## src/design/xoodyak_config.svh

```systemverilog
`ifndef XOODYAK_CONFIG_SVH
`define XOODYAK_CONFIG_SVH

// Datapath widths
`define XOODYAK_STATE_W 384
`define XOODYAK_PLANE_W 128
`define XOODYAK_LANE_W 32

// Permutation schedule, 3 rounds per clock over 4 clocks
`define XOODOO_ROUNDS 12
`define XOODOO_ROUNDS_PER_CYCLE 3
`define XOODOO_PERM_CYCLES 4

// Command FIFO depth, equal to the host's starting command credits
`define CMD_FIFO_DEPTH 2

// Output words the DUT may send before the sink returns credits
`define OUT_CREDITS_INIT 2

`endif

```

## src/design/xoodyak_pkg.sv

```systemverilog
`default_nettype none

`include "xoodyak_config.svh"

package xoodyak_pkg;

        // One plane, lane x sits at bits 32x upward
        typedef logic [`XOODYAK_PLANE_W/`XOODYAK_LANE_W-1:0][`XOODYAK_LANE_W-1:0] plane_t;

        // Full state, plane y sits at bits 128y upward
        typedef plane_t [`XOODYAK_STATE_W/`XOODYAK_PLANE_W-1:0] xoodyak_state_t;

        // Host command codes, code 3 is unused
        typedef enum logic [1:0] {
                CMD_INIT    = 2'd0,
                CMD_ABSORB  = 2'd1,
                CMD_SQUEEZE = 2'd2
        } cmd_op_t;

        // One FIFO entry
        typedef struct packed {
                cmd_op_t op;
                plane_t  block;
        } cmd_t;

        // Round constants in round order, LSB lands on z = 0 of lane 0
        localparam logic [`XOODYAK_LANE_W-1:0] XOODOO_RC [`XOODOO_ROUNDS] = '{
                32'h058, 32'h038, 32'h3c0, 32'h0d0, 32'h120, 32'h014,
                32'h060, 32'h02c, 32'h380, 32'h0f0, 32'h1a0, 32'h012
        };

endpackage

`default_nettype wire

```

## src/design/perm_ctrl_if.sv

```systemverilog
`default_nettype none

`include "xoodyak_config.svh"

interface perm_ctrl_if;

        // Pulse from the sequencer, one cycle, starts a permutation
        logic start;
        // High for the 4 clocks of a permutation
        logic active;
        // Which group of three rounds runs this clock
        logic [$clog2(`XOODOO_PERM_CYCLES)-1:0] round_group;
        // Final group of the permutation
        logic last_group;

        modport fsm (output start, input active, input last_group);

        modport counter (input start, output active, output round_group, output last_group);

        modport datapath (input active, input round_group);

endinterface

`default_nettype wire

```

## src/design/xoodyak_state.sv

```systemverilog
`default_nettype none

`include "xoodyak_config.svh"

module xoodyak_state import xoodyak_pkg::*; (
        input  logic            clk,
        input  logic            reset,
        input  logic            load_zero,
        input  logic            load_absorb,
        input  plane_t          block,
        output xoodyak_state_t  perm_in,
        input  xoodyak_state_t  perm_out,
        perm_ctrl_if.datapath   ctrl,
        output plane_t          plane0
);

        xoodyak_state_t state;
        xoodyak_state_t state_next;

        // --------------------------------------------------
        // Update paths with init over absorb over permute
        // --------------------------------------------------
        always_comb begin
                state_next = state;
                if (load_zero) begin
                        state_next = '0;
                end else if (load_absorb) begin
                        // Block goes into plane 0 and pad byte 01 into plane 1
                        state_next[0]       = state[0] ^ block;
                        state_next[1][0][7:0] = state[1][0][7:0] ^ 8'h01;
                end else if (ctrl.active) begin
                        state_next = perm_out;
                end
        end

        always_ff @(posedge clk) begin
                if (reset) begin
                        state <= '0;
                end else begin
                        state <= state_next;
                end
        end

        // Each group works from the previous group's registered result
        assign perm_in = state;

        // Squeeze data is plane 0 of the register
        assign plane0 = state[0];

        // Loads from the sequencer never overlap a running permutation
        a_no_load_in_perm: assert property (@(posedge clk) disable iff (reset)
                (load_zero || load_absorb) |-> !ctrl.active);

endmodule

`default_nettype wire

```

## src/flat_wrapper.sv

```systemverilog
// flat-port wrapper written by rule: the top's interface ports become plain ports
module xoodyak_state_flat import xoodyak_pkg::*;
  (clk, reset, load_zero, load_absorb, block, perm_in, perm_out, plane0, ctrl_active, ctrl_round_group);
  perm_ctrl_if ctrl_i ();
  input  logic clk;
  input  logic reset;
  input  logic load_zero;
  input  logic load_absorb;
  input  plane_t block;
  output xoodyak_state_t perm_in;
  input  xoodyak_state_t perm_out;
  output plane_t plane0;
  input wire logic [$bits(ctrl_i.active)-1:0] ctrl_active;
  input wire logic [$bits(ctrl_i.round_group)-1:0] ctrl_round_group;
  assign ctrl_i.active = ctrl_active;
  assign ctrl_i.round_group = ctrl_round_group;
  xoodyak_state u_core (.clk(clk), .reset(reset), .load_zero(load_zero), .load_absorb(load_absorb), .block(block), .perm_in(perm_in), .perm_out(perm_out), .ctrl(ctrl_i), .plane0(plane0));
endmodule
```

## config.mk

```make
export PLATFORM = sky130hd
export DESIGN_NAME = xoodyak_state_flat
export DESIGN_NICKNAME = d
export VERILOG_FILES = /design/src/design/xoodyak_pkg.sv /design/src/design/perm_ctrl_if.sv /design/src/design/xoodyak_state.sv /design/src/flat_wrapper.sv
export VERILOG_INCLUDE_DIRS = /design/src /design/src/design
export SDC_FILE = /design/constraint.sdc
export NUM_CORES = 1
export LEC_CHECK = 0
export ABC_AREA = 1
export BUFFER_PORTS_ARGS = -buffer_cell sky130_fd_sc_hd__buf_2
export CAP_MARGIN = 20
export CELL_PAD_IN_SITES_DETAIL_PLACEMENT = 1
export CELL_PAD_IN_SITES_GLOBAL_PLACEMENT = 2
export CORE_AREA = 2 2 405 407
export CTS_CLUSTER_SIZE = 30
export DETAILED_ROUTE_END_ITERATION = 10
export DIE_AREA = 0 0 407 409
export PLACE_DENSITY = 0.52
export SLEW_MARGIN = 20
export SYNTH_ARGS = -nofsm -noshare
export SYNTH_HDL_FRONTEND = slang
export SYNTH_SLANG_ARGS = --single-unit
export TNS_END_PERCENT = 1
```

## constraint.sdc

```tcl
create_clock -name clk -period 2.4 [get_ports clk]
set_clock_uncertainty 0.1 [all_clocks]
set_input_delay 0.36 -clock clk [delete_from_list [all_inputs] [get_ports clk]]
set_output_delay 0.36 -clock clk [all_outputs]
set_load 0.02 [all_outputs]
```

==> impl_metrics.csv, run 1 <==
group,metric,value,unit
drt,drt_iter0_drc,753,
pwr,leakagePower,0.0163,uW
final_layout,largest_reg_flops,384,
critical_path,timing.rr.start,"u_core.perm_in[67]$_SDFFE_PP0P_",
clocking,insertion_delay,640,ps
critical_path,critPathKind,"flip-flop to flip-flop",
logic_synthesis,avgSynthCellArea,6.38,um2
critical_path,cp_slowest_cell,"dlygate4sd3_1",
drt,drc,0,
place,place_hpwl,88000,um
grt,grt_pass1_vias,23400,
logic_synthesis,synth_cells,2851,
logic_synthesis,yosysTopAreaCell,"dfxtp_1",
critical_path,ff2ff_path_depth,6,
drt,dr_wl_met2,53200,um
floorplanning,dieArea,166000,um2
drt,vias_per_cell,3.52,
logic_synthesis,synth_top_area_share,42.2,%
critical_path,rrSetupSlack,270,ps
grt,grt_pass1_wl,162000,um
floorplanning,die_w,407,um
logic_synthesis,synth_cell_types,16,
grt,grt_max_degree,79,
place,dp.cells,5840,
logic_synthesis,syn_nets,3370,
critical_path,critPathRequiredTime,2870,ps
place,gp_congestion,0.785,
clocking,clk_path_buf_depth,3,
clocking,htree_levels,2,
clocking,cts_root_buf,"clkbuf_16",
sta,clock.fmax,0.469,GHz
floorplanning,pin_count,1031,
sta,worstMarginPinSlew,751,ps
critical_path,start_kind,"flip-flop",
final_layout,syn2layout_area_growth,76.9,%
final_layout,fill_cells,20000,
clocking,clkSlewWorstSetupHoldPaths,60,ps
min_path,min_delay_worst_endpoint,"u_core.perm_in[271]$_SDFFE_PP0P_",
final_layout,nets,4750,
floorplanning,coreArea,162000,um2
sta,fin_setup_tns,0,ps
min_path,holdCritStartpoint,"perm_out[271]",
drt,wl_per_cell,17.9,um
logic_synthesis,synth_seq_area_share,42.2,%
critical_path,crit_path_end_kind,"flip-flop",
floorplanning,initial_core_util,11.2,%
logic_synthesis,ys_top_cells_by_area,"dfxtp_1, nand2_1, nor2_1",
clocking,cts_tree,"built",
clocking,hold_buffers,508,
floorplanning,row_count,148,
drt,route.met3.wl,11800,um
pwr,power.density,581,nW/um2
clocking,numCtsBuffers,56,
final_layout,utilization,19.9,%
floorplanning,chipHeight,409,um
grt,antenna_found_initial,44,
sta,finalHoldViolations,0,
logic_synthesis,ys_ff_latch,384,
critical_path,path_common_cell,"nand2_1",
sta,slew_headroom,49.8,%
sta,maxSlewViolCount,0,
drt,via_count,22700,
critical_path,timing.rr.end,"u_core.perm_in[67]$_SDFFE_PP0P_",
sta,setup_viol,0,
min_path,hold-path-cell-count,4,
drt,wl_met1,47800,um
critical_path,path_cells,"nand2_1 > nand2_1 > nand2_1 > dlygate4sd3_1 > a21oi_1 > dlygate4sd3_1",
sta,fin_crit_sh,88.8,%
final_layout,final_cell_count_no_fill,6467,
critical_path,crit_family,"buffers and inverters",
grt,track_usage,13.3,%
pwr,peakVddDrop,0.505,mV
clocking,clkSinkCount,384,
grt,grt.overflow.total,0,
logic_synthesis,netlist_area,18200,um2
drt,routed.top_layer,"met5",
critical_path,slowest_delay,560,ps
run,maxCapViolations,0,
drt,firstDrtPassIters,5,
run_status,status,"completed",
clocking,cts_resized,0,
sta,period_minus_slack,2130,ps
critical_path,cp.arrival,2600,ps
critical_path,crit_buf_inv,2,
sta,rsz0062_at_grt,"no",
min_path,hold_path.class,"primary input to flip-flop",
drt,detail-route-antenna-nets,0,
place,io_buffers,1028,
final_layout,drive_gt1_share,27.8,%
logic_synthesis,yosys_warnings,0,
drt,wl,116000,um
clocking,postCtsSetupBuffers,0,
critical_path,path_max_fanout,5,
-- tightest hold or removal path: cells and delay by family --
kind,cells,cell delay (ps)
compound gates,1,110
buf+inv,2,240
simple gates,1,70
-- Yosys cell counts --
master,n
nand2_1,771
nor2_1,511
inv_1,386
dfxtp_1,384
o21ai_0,211
buf_4,140
nand3_1,129
a21oi_1,128
clkbuf_1,70
buf_2,64
o21ai_1,44
buf_1,8
inv_2,2
nand2_2,1
nor2_2,1
or2_2,1
-- worst max path at each step --
stage | endpoint | start | cells past startpoint | slack, ps
after floorplan | u_core.perm_in[244]$_SDFFE_PP0P_ | load_zero | 5 | 1130
after global placement | u_core.perm_in[71]$_SDFFE_PP0P_ | ctrl_active | 7 | 300
after detailed placement | u_core.perm_in[84]$_SDFFE_PP0P_ | ctrl_active | 7 | 280
after CTS | u_core.perm_in[67]$_SDFFE_PP0P_ | u_core.perm_in[67]$_SDFFE_PP0P_ | 6 | 200
after global routing | u_core.perm_in[67]$_SDFFE_PP0P_ | u_core.perm_in[67]$_SDFFE_PP0P_ | 6 | 60
final | u_core.perm_in[67]$_SDFFE_PP0P_ | u_core.perm_in[67]$_SDFFE_PP0P_ | 6 | 270
-- cells in the final DEF (no fill, tap or decap), types with 2 or more instances in the layout --
cell type,instances
buf_12,21
buf_4,48
clkbuf_16,56
clkbuf_1,18
clkbuf_8,16
diode_2,15
o21ai_1,44
clkinv_16,2
a21oi_1,128
buf_2,1026
clkinv_2,9
dlygate4sd3_1,508
o21ai_0,211
nand2_1,771
nor2_1,510
nand3_1,129
inv_1,385
dfxtp_1,384
nor2_4,2
-- per-layer routing --
| metal | GRT usage [%] | up-vias |
|---|---|---|
| li1 | - | 11300 |
| met4 | 3.65 | 28 |
| met3 | 5.60 | 140 |
| met5 | 0 | - |
| met1 | 15.6 | 10600 |
| met2 | 22.0 | 743 |
-- report_power, final --
group	switching, uW	internal [uW]
Sequential	240	6620
Combinational	1930	1500
Clock	3520	4910
Total	5690	13000
-- kinds of logic (layout without fill, tap and decap cells) --
kind of cell | Yosys count | in the layout | synth area share, %
AO/OA/AOI/OAI | 383 | 383 | 10.5
flip-flops | 384 | 384 | 42.2
buffers and inverters | 670 | 2096 | 17.1
other | 0 | 15 | 0
AND/OR/NAND/NOR | 1414 | 1414 | 30.1
-- area by class of cell --
class / count / area [um2] / area share, %
Antenna cell: 15 / 37.5 / 0.117
Clock buffer: 90 / 1690 / 5.25
Clock inverter: 14 / 159 / 0.494
Inverter: 388 / 1470 / 4.57
Multi-Input combinational cell: 1797 / 7420 / 23.0
Sequential cell: 384 / 7690 / 23.9
Tap cell: 2175 / 2720 / 8.45
Timing Repair Buffer: 1604 / 11000 / 34.2
-- metrics by stage --
stage | setup slack [ps] | hold WS [ps] | power, uW | area [um2]
final | 270 | 45.2 | 18700 | 32200
after global routing | 55.8 | 37.2 | 19800 | 32200
after CTS | 200 | 1.38 | 19200 | 32200
after detailed placement | 280 | 366 | 9830 | 25200
after global placement | 302 | 358 | 9790 | 25200
after floorplan | 1130 | 409 | 8450 | 18200
No activity file was read; power rests on OpenSTA's default activity.
==> inputs of run 2 (changes only) <==
--- a/config.mk
+++ b/config.mk
@@ -16,6 +16,7 @@
 export DETAILED_ROUTE_END_ITERATION = 10
 export DIE_AREA = 0 0 407 409
 export PLACE_DENSITY = 0.52
+export RECOVER_POWER = 100
 export SLEW_MARGIN = 20
 export SYNTH_ARGS = -nofsm -noshare
 export SYNTH_HDL_FRONTEND = slang
==> constraint.sdc (replaced) <==
create_clock -name clk -period 2.4 [get_ports clk]
set_clock_uncertainty 0.1 [all_clocks]
set_input_delay 0.36 -clock clk [delete_from_list [all_inputs] [get_ports clk]]
set_output_delay 0.36 -clock clk [all_outputs]
set_load 0.1 [all_outputs]
==> run 2 against run 1 <==
Compared with the run above:
- count of clock-buffer cells in the layout unchanged
- critical path depth fell by 5
- via count barely moved
- total power rose by 10%
- largest cell class unchanged
- non-clock buffer count stayed put
- global-route usage stayed put
- cell count hardly changed
- combinational power is 56% higher
- register-to-register slack is essentially flat
==> impl_metrics.csv, run 2 (synthesis gave the netlist of run 1 again) <==
group,metric,value,unit
pwr,leakagePower,0.0158,uW
pwr,peakVddDrop,0.505,mV
pwr,power.density,644,nW/um2
final_layout,largest_reg_flops,384,
critical_path,cp.arrival,1860,ps
final_layout,fill_cells,20000,
grt,grt_pass1_wl,162000,um
drt,vias_per_cell,3.52,
floorplanning,dieArea,166000,um2
clocking,numCtsBuffers,56,
floorplanning,row_count,148,
grt,grt_max_degree,79,
critical_path,crit_buf_inv,1,
clocking,clkSlewWorstSetupHoldPaths,60,ps
run_status,status,"completed",
floorplanning,initial_core_util,11.2,%
drt,wl_per_cell,17.9,um
clocking,cts_tree,"built",
sta,clock.fmax,0.430,GHz
min_path,hold_path.class,"primary input to flip-flop",
critical_path,critPathKind,"flip-flop to primary output",
drt,wl,115000,um
drt,drt_iter0_drc,730,
final_layout,syn2layout_area_growth,76.2,%
sta,fin_crit_sh,96.9,%
critical_path,critPathRequiredTime,1940,ps
final_layout,drive_gt1_share,27.5,%
final_layout,nets,4750,
clocking,postCtsSetupBuffers,0,
critical_path,cp_slowest_cell,"dfxtp_1",
grt,antenna_found_initial,44,
critical_path,start_kind,"flip-flop",
final_layout,final_cell_count_no_fill,6466,
floorplanning,chipHeight,409,um
place,gp_congestion,0.785,
sta,period_minus_slack,2320,ps
grt,grt_pass1_vias,23400,
critical_path,crit_path_end_kind,"primary output",
floorplanning,pin_count,1031,
sta,worstMarginPinSlew,1000,ps
critical_path,slowest_delay,630,ps
run,maxCapViolations,0,
place,placed_area,25200,um2
critical_path,crit_family,"flip-flops",
clocking,insertion_delay,640,ps
grt,grt.overflow.total,0,
grt,track_usage,13.3,%
clocking,clkSinkCount,384,
final_layout,final_cell_area,32100,um2
sta,setup_viol,0,
final_layout,final_cell_mix,"nand2_1, buf_2, nor2_1",
critical_path,path_max_fanout,5,
sta,hold_ws,45.8,ps
sta,slew_headroom,33.2,%
drt,detail-route-antenna-nets,0,
clocking,cts_root_buf,"clkbuf_16",
floorplanning,coreArea,162000,um2
drt,drc,0,
clocking,clk_path_buf_depth,3,
place,dp.cells,5840,
sta,finalHoldViolations,0,
final_layout,final_common_cell,"nand2_1",
drt,via_count,22700,
place,io_buffers,1028,
sta,maxSlewViolCount,0,
critical_path,path_cells,"clkbuf_2",
clocking,htree_levels,2,
sta,rsz0062_at_grt,"no",
drt,firstDrtPassIters,5,
pwr,power,20600,uW
floorplanning,die_w,407,um
place,place_hpwl,88000,um
final_layout,utilization,19.8,%
run 2: changes by cell type in the layout (fill, tap and decap cells not counted):
cell | before | now
buf_2 | 1026 | 520
clkbuf_4 | 0 | 5
clkbuf_2 | 0 | 509
buf_12 | 21 | 15
inv_8 | 1 | 0
diode_2 | 15 | 14
clkbuf_1 | 18 | 29
buf_4 | 48 | 35
clkinvlp_4 | 1 | 2
run 2: per-layer routing:
metal	up-vias	part of all wire [%]	wire, um	global-route usage [%]
li1	11300	-	-	-
met1	10600	41	47400	15.6
met2	732	46	53300	22.0
met3	146	10	11800	5.60
met4	28	2.4	2740	3.65
met5	-	0.15	178	0
run 2: worst paths after layout:
path / to / start / cells past startpoint / slack [ps]
worst max-delay path: perm_in[89] / u_core.perm_in[89]$_SDFFE_PP0P_ / 1 / 80
worst min-delay path: u_core.perm_in[271]$_SDFFE_PP0P_ / perm_out[271] / 4 / 50
worst max register to register: u_core.perm_in[67]$_SDFFE_PP0P_ / u_core.perm_in[67]$_SDFFE_PP0P_ / 6 / 280
worst min register to register: u_core.perm_in[218]$_SDFFE_PP0P_ / u_core.perm_in[218]$_SDFFE_PP0P_ / 2 / 380
run 2: cell type report:
type                            instances  area (um2)  area share [%]
Timing Repair Buffer                 1604       10900            34.0
Sequential cell                       384        7690            24.0
Multi-Input combinational cell       1797        7420            23.1
Tap cell                             2175        2720            8.49
Clock buffer                           90        1690            5.27
Inverter                              388        1470            4.58
Clock inverter                         14         159           0.496
Antenna cell                           14        35.0           0.109
run 2: through the flow:
stage / worst slack [ps] / TNS [ps]
final: 75.2 / 0
after global placement: 302 / 0
after CTS: -32.5 / -60.9
after floorplan: 532 / 0
after detailed placement: 280 / 0
after global routing: 16.8 / 0
run 2: repair_timing:
action	CTS	global route
endpoints found under the setup margin	2	2
hold buffers	508	0
pin swaps	0	0
endpoints found under the hold margin	382	0
resized for setup	0	2
run 2: where the power goes:
group          switching (uW)  leakage (uW)  internal [uW]
clock                    3520      0.000906           4910
combinational            3880        0.0118           1460
sequential                251       0.00313           6620
==> inputs of run 3 (changes only) <==
--- a/config.mk
+++ b/config.mk
@@ -6,16 +6,15 @@
 export SDC_FILE = /design/constraint.sdc
 export NUM_CORES = 1
 export LEC_CHECK = 0
-export ABC_AREA = 1
 export BUFFER_PORTS_ARGS = -buffer_cell sky130_fd_sc_hd__buf_2
 export CAP_MARGIN = 20
 export CELL_PAD_IN_SITES_DETAIL_PLACEMENT = 1
 export CELL_PAD_IN_SITES_GLOBAL_PLACEMENT = 2
-export CORE_AREA = 2 2 405 407
+export CORE_AREA = 2 2 400 402
 export CTS_CLUSTER_SIZE = 30
 export DETAILED_ROUTE_END_ITERATION = 10
-export DIE_AREA = 0 0 407 409
-export PLACE_DENSITY = 0.52
+export DIE_AREA = 0 0 402 404
+export PLACE_DENSITY = 0.48
 export RECOVER_POWER = 100
 export SLEW_MARGIN = 20
 export SYNTH_ARGS = -nofsm -noshare
==> run 3 against run 2 <==
Compared with the run above:
- combinational power shrank 8.2%
- largest power group unchanged
- routed wire length shrank 7.5%
- cell count fell by 12%
- core utilization down 0.051 points
- global-route usage down 0.72 points
- count of clock-buffer cells in the layout shrank 7
- critical path depth grew 7
- sequential share of layout area is 0.70 points higher
==> impl_metrics.csv, run 3 <==
group,metric,value,unit
run_status,status,"completed",
logic_synthesis,synth_cells,2081,
drt,dr_wl_met2,51600,um
floorplanning,initial_core_util,10.4,%
sta,worst_slack,106,ps
logic_synthesis,avgSynthCellArea,7.91,um2
critical_path,cp_slowest_cell,"dlygate4sd3_1",
drt,firstDrtPassIters,4,
critical_path,crit_path_end_kind,"flip-flop",
logic_synthesis,synth_commonest_cells,"nand2_1, dfxtp_1, a21oi_1, buf_4, nor2b_1",
clocking,htree_levels,2,
logic_synthesis,ys.flop_type,"dfxtp_1",
critical_path,path_common_cell,"dlygate4sd3_1",
pwr,power.density,641,nW/um2
place,io_buffers,1028,
final_layout,final_common_cell,"nand2_1",
place,post-place-ws,410,ps
drt,routed.top_layer,"met5",
sta,maxSlewViolCount,0,
drt,detail-route-antenna-nets,0,
drt,drt_iter0_drc,613,
final_layout,final_cell_area,31200,um2
floorplanning,coreArea,158000,um2
pwr,power_frac_seq,33.8,%
place,gp_congestion,0.792,
logic_synthesis,yosys_warnings,0,
clocking,clk_path_buf_depth,3,
grt,grt_max_degree,92,
clocking,numCtsBuffers,55,
logic_synthesis,synth_top_area_share,46.7,%
final_layout,drive_gt1_share,32.6,%
clocking,clkSlewWorstSetupHoldPaths,60,ps
final_layout,largest_reg_flops,384,
min_path,hold_path.class,"primary input to flip-flop",
sta,setup_viol,0,
logic_synthesis,ys_top_cells_by_area,"dfxtp_1, nand2_1, a21oi_1",
final_layout,fill_cells,19100,
clocking,cts_resized,0,
grt,grt.overflow.total,0,
drt,vias_per_cell,3.57,
drt,drc,0,
sta,hold_ws,39.1,ps
drt,via_count,20300,
logic_synthesis,netlist_area,16500,um2
sta,period_minus_slack,2290,ps
pwr,p_sw_share,34.8,%
pwr,p_int,13000,uW
place,placed_area,23100,um2
run,maxCapViolations,0,
floorplanning,chipHeight,404,um
drt,wl_met1,45700,um
floorplanning,die_w,402,um
final_layout,nets,4096,
critical_path,crit_buf_inv,5,
logic_synthesis,async_flop_share,0,%
pwr,p_comb_share,24.6,%
place,place_hpwl,83700,um
logic_synthesis,synth_cell_types,17,
pwr,pwr-share-clk,41.6,%
sta,fin_setup_tns,0,ps
pwr,peakVddDrop,0.481,mV
drt,wl_per_cell,18.8,um
sta,fin_crit_sh,95.6,%
drt,route.met3.wl,7490,um
floorplanning,pin_count,1031,
logic_synthesis,syn_nets,2600,
clocking,insertion_delay,630,ps
grt,grt_pass1_wl,151000,um
critical_path,path_max_fanout,28,
pwr,leakagePower,0.0136,uW
clocking,cts_tree,"built",
critical_path,slowest_delay,580,ps
logic_synthesis,synth_seq_area_share,46.7,%
critical_path,start_kind,"primary input",
logic_synthesis,yosysTopAreaCell,"dfxtp_1",
grt,antenna_found_initial,19,
clocking,postCtsSetupBuffers,0,
grt,grt_pass1_vias,21300,
critical_path,critPathRequiredTime,2880,ps
final_layout,syn2layout_area_growth,89.3,%
logic_synthesis,synth.most_common_cell,"nand2_1",
place,dp.cells,4965,
critical_path,crit_family,"buffers and inverters",
floorplanning,dieArea,162000,um2
drt,wl,107000,um
pwr,p_switching,6950,uW
floorplanning,row_count,146,
clocking,hold_buffers,627,
sta,clock.fmax,0.436,GHz
clocking,cts_root_buf,"clkbuf_16",
clocking,clkSinkCount,384,
critical_path,cp.arrival,2770,ps
critical_path,path_cells,"buf_6 > nor2b_2 > buf_12 > clkbuf_4 > a2bb2oi_1 > dlygate4sd3_1 > a21oi_1 > dlygate4sd3_1",
critical_path,critPathKind,"primary input to flip-flop",
grt,track_usage,12.6,%
sta,worstMarginPinSlew,1030,ps
sta,finalHoldViolations,0,
logic_synthesis,ys_ff_latch,384,
final_layout,final_cell_mix,"nand2_1, dlygate4sd3_1, clkbuf_2",
sta,slew_headroom,31.3,%
logic_synthesis,synth-edff-count,0,
sta,rsz0062_at_grt,"no",
final_layout,final_cell_count_no_fill,5697,
==> run 3: cell count changes after synthesis, sizes merged, moves of 127 or more <==
cell and delta:
inv -388, a21oi +255, nor2b +130, a2bb2oi +128, nand2 -134, nand3 -129, o21ai -127, nor2 -510
==> run 3: layer usage <==
| layer | track usage (%) | vias to the layer above |
|---|---|---|
| li1 | - | 9819 |
| met1 | 15.2 | 9738 |
| met2 | 21.8 | 626 |
| met3 | 3.81 | 121 |
| met4 | 2.73 | 28 |
| met5 | 0 | - |
==> run 3: path summary, 6_finish.rpt <==
kind                                    start                          endpoint  slack, ps  cells after the start
max                               load_absorb   u_core.perm_in[93]$_SDFFE_PP0P_        110                      8
min reg2reg  u_core.perm_in[175]$_SDFFE_PP0P_  u_core.perm_in[175]$_SDFFE_PP0P_        350                      2
min                             perm_out[159]  u_core.perm_in[159]$_SDFFE_PP0P_         40                      3
max reg2reg   u_core.perm_in[83]$_SDFFE_PP0P_   u_core.perm_in[83]$_SDFFE_PP0P_        250                      4
==> run 3: kinds of logic (layout without fill, tap and decap cells) <==
family / count (synthesis) / after routing / synth area share [%]
flip-flops: 384 / 384 / 46.7
other: 0 / 5 / 0
AND/OR/NAND/NOR: 772 / 772 / 19.7
AO/OA/AOI/OAI: 640 / 640 / 22.4
buffers and inverters: 285 / 1824 / 11.2
==> run 3: cell type report <==
type	count	area [um2]	area share [%]
Sequential cell	384	7690	24.7
Antenna cell	5	12.5	0.0402
Clock buffer	83	1610	5.17
Clock inverter	17	205	0.659
Multi-Input combinational cell	1412	6930	22.3
Timing Repair Buffer	1724	12100	38.9
Tap cell	2072	2590	8.32
==> run 3: worst min-delay path: cells and delay by family <==
kind	cells	cell delay (ps)
buffers and inverters	1	160
AO/OA/AOI/OAI	1	80
AND/OR/NAND/NOR	1	150
==> run 3: power groups by stage <==
stage	clock network (uW)	registers (uW)	logic (uW)
finish	8300	6750	4900
global route	8990	6780	5180
CTS	8770	6750	4990
detailed placement	0	6890	4110
global placement	0	6880	4100
floorplan	0	8160	1640
==> run 3: metrics by stage <==
stage / utilization, % / power, uW
3_5_place_dp: 14.7 / 11000
2_1_floorplan: - / 9800
6_report: 19.7 / 20000
3_3_place_gp: 14.7 / 11000
4_1_cts: 19.8 / 20500
5_1_grt: 19.7 / 21000
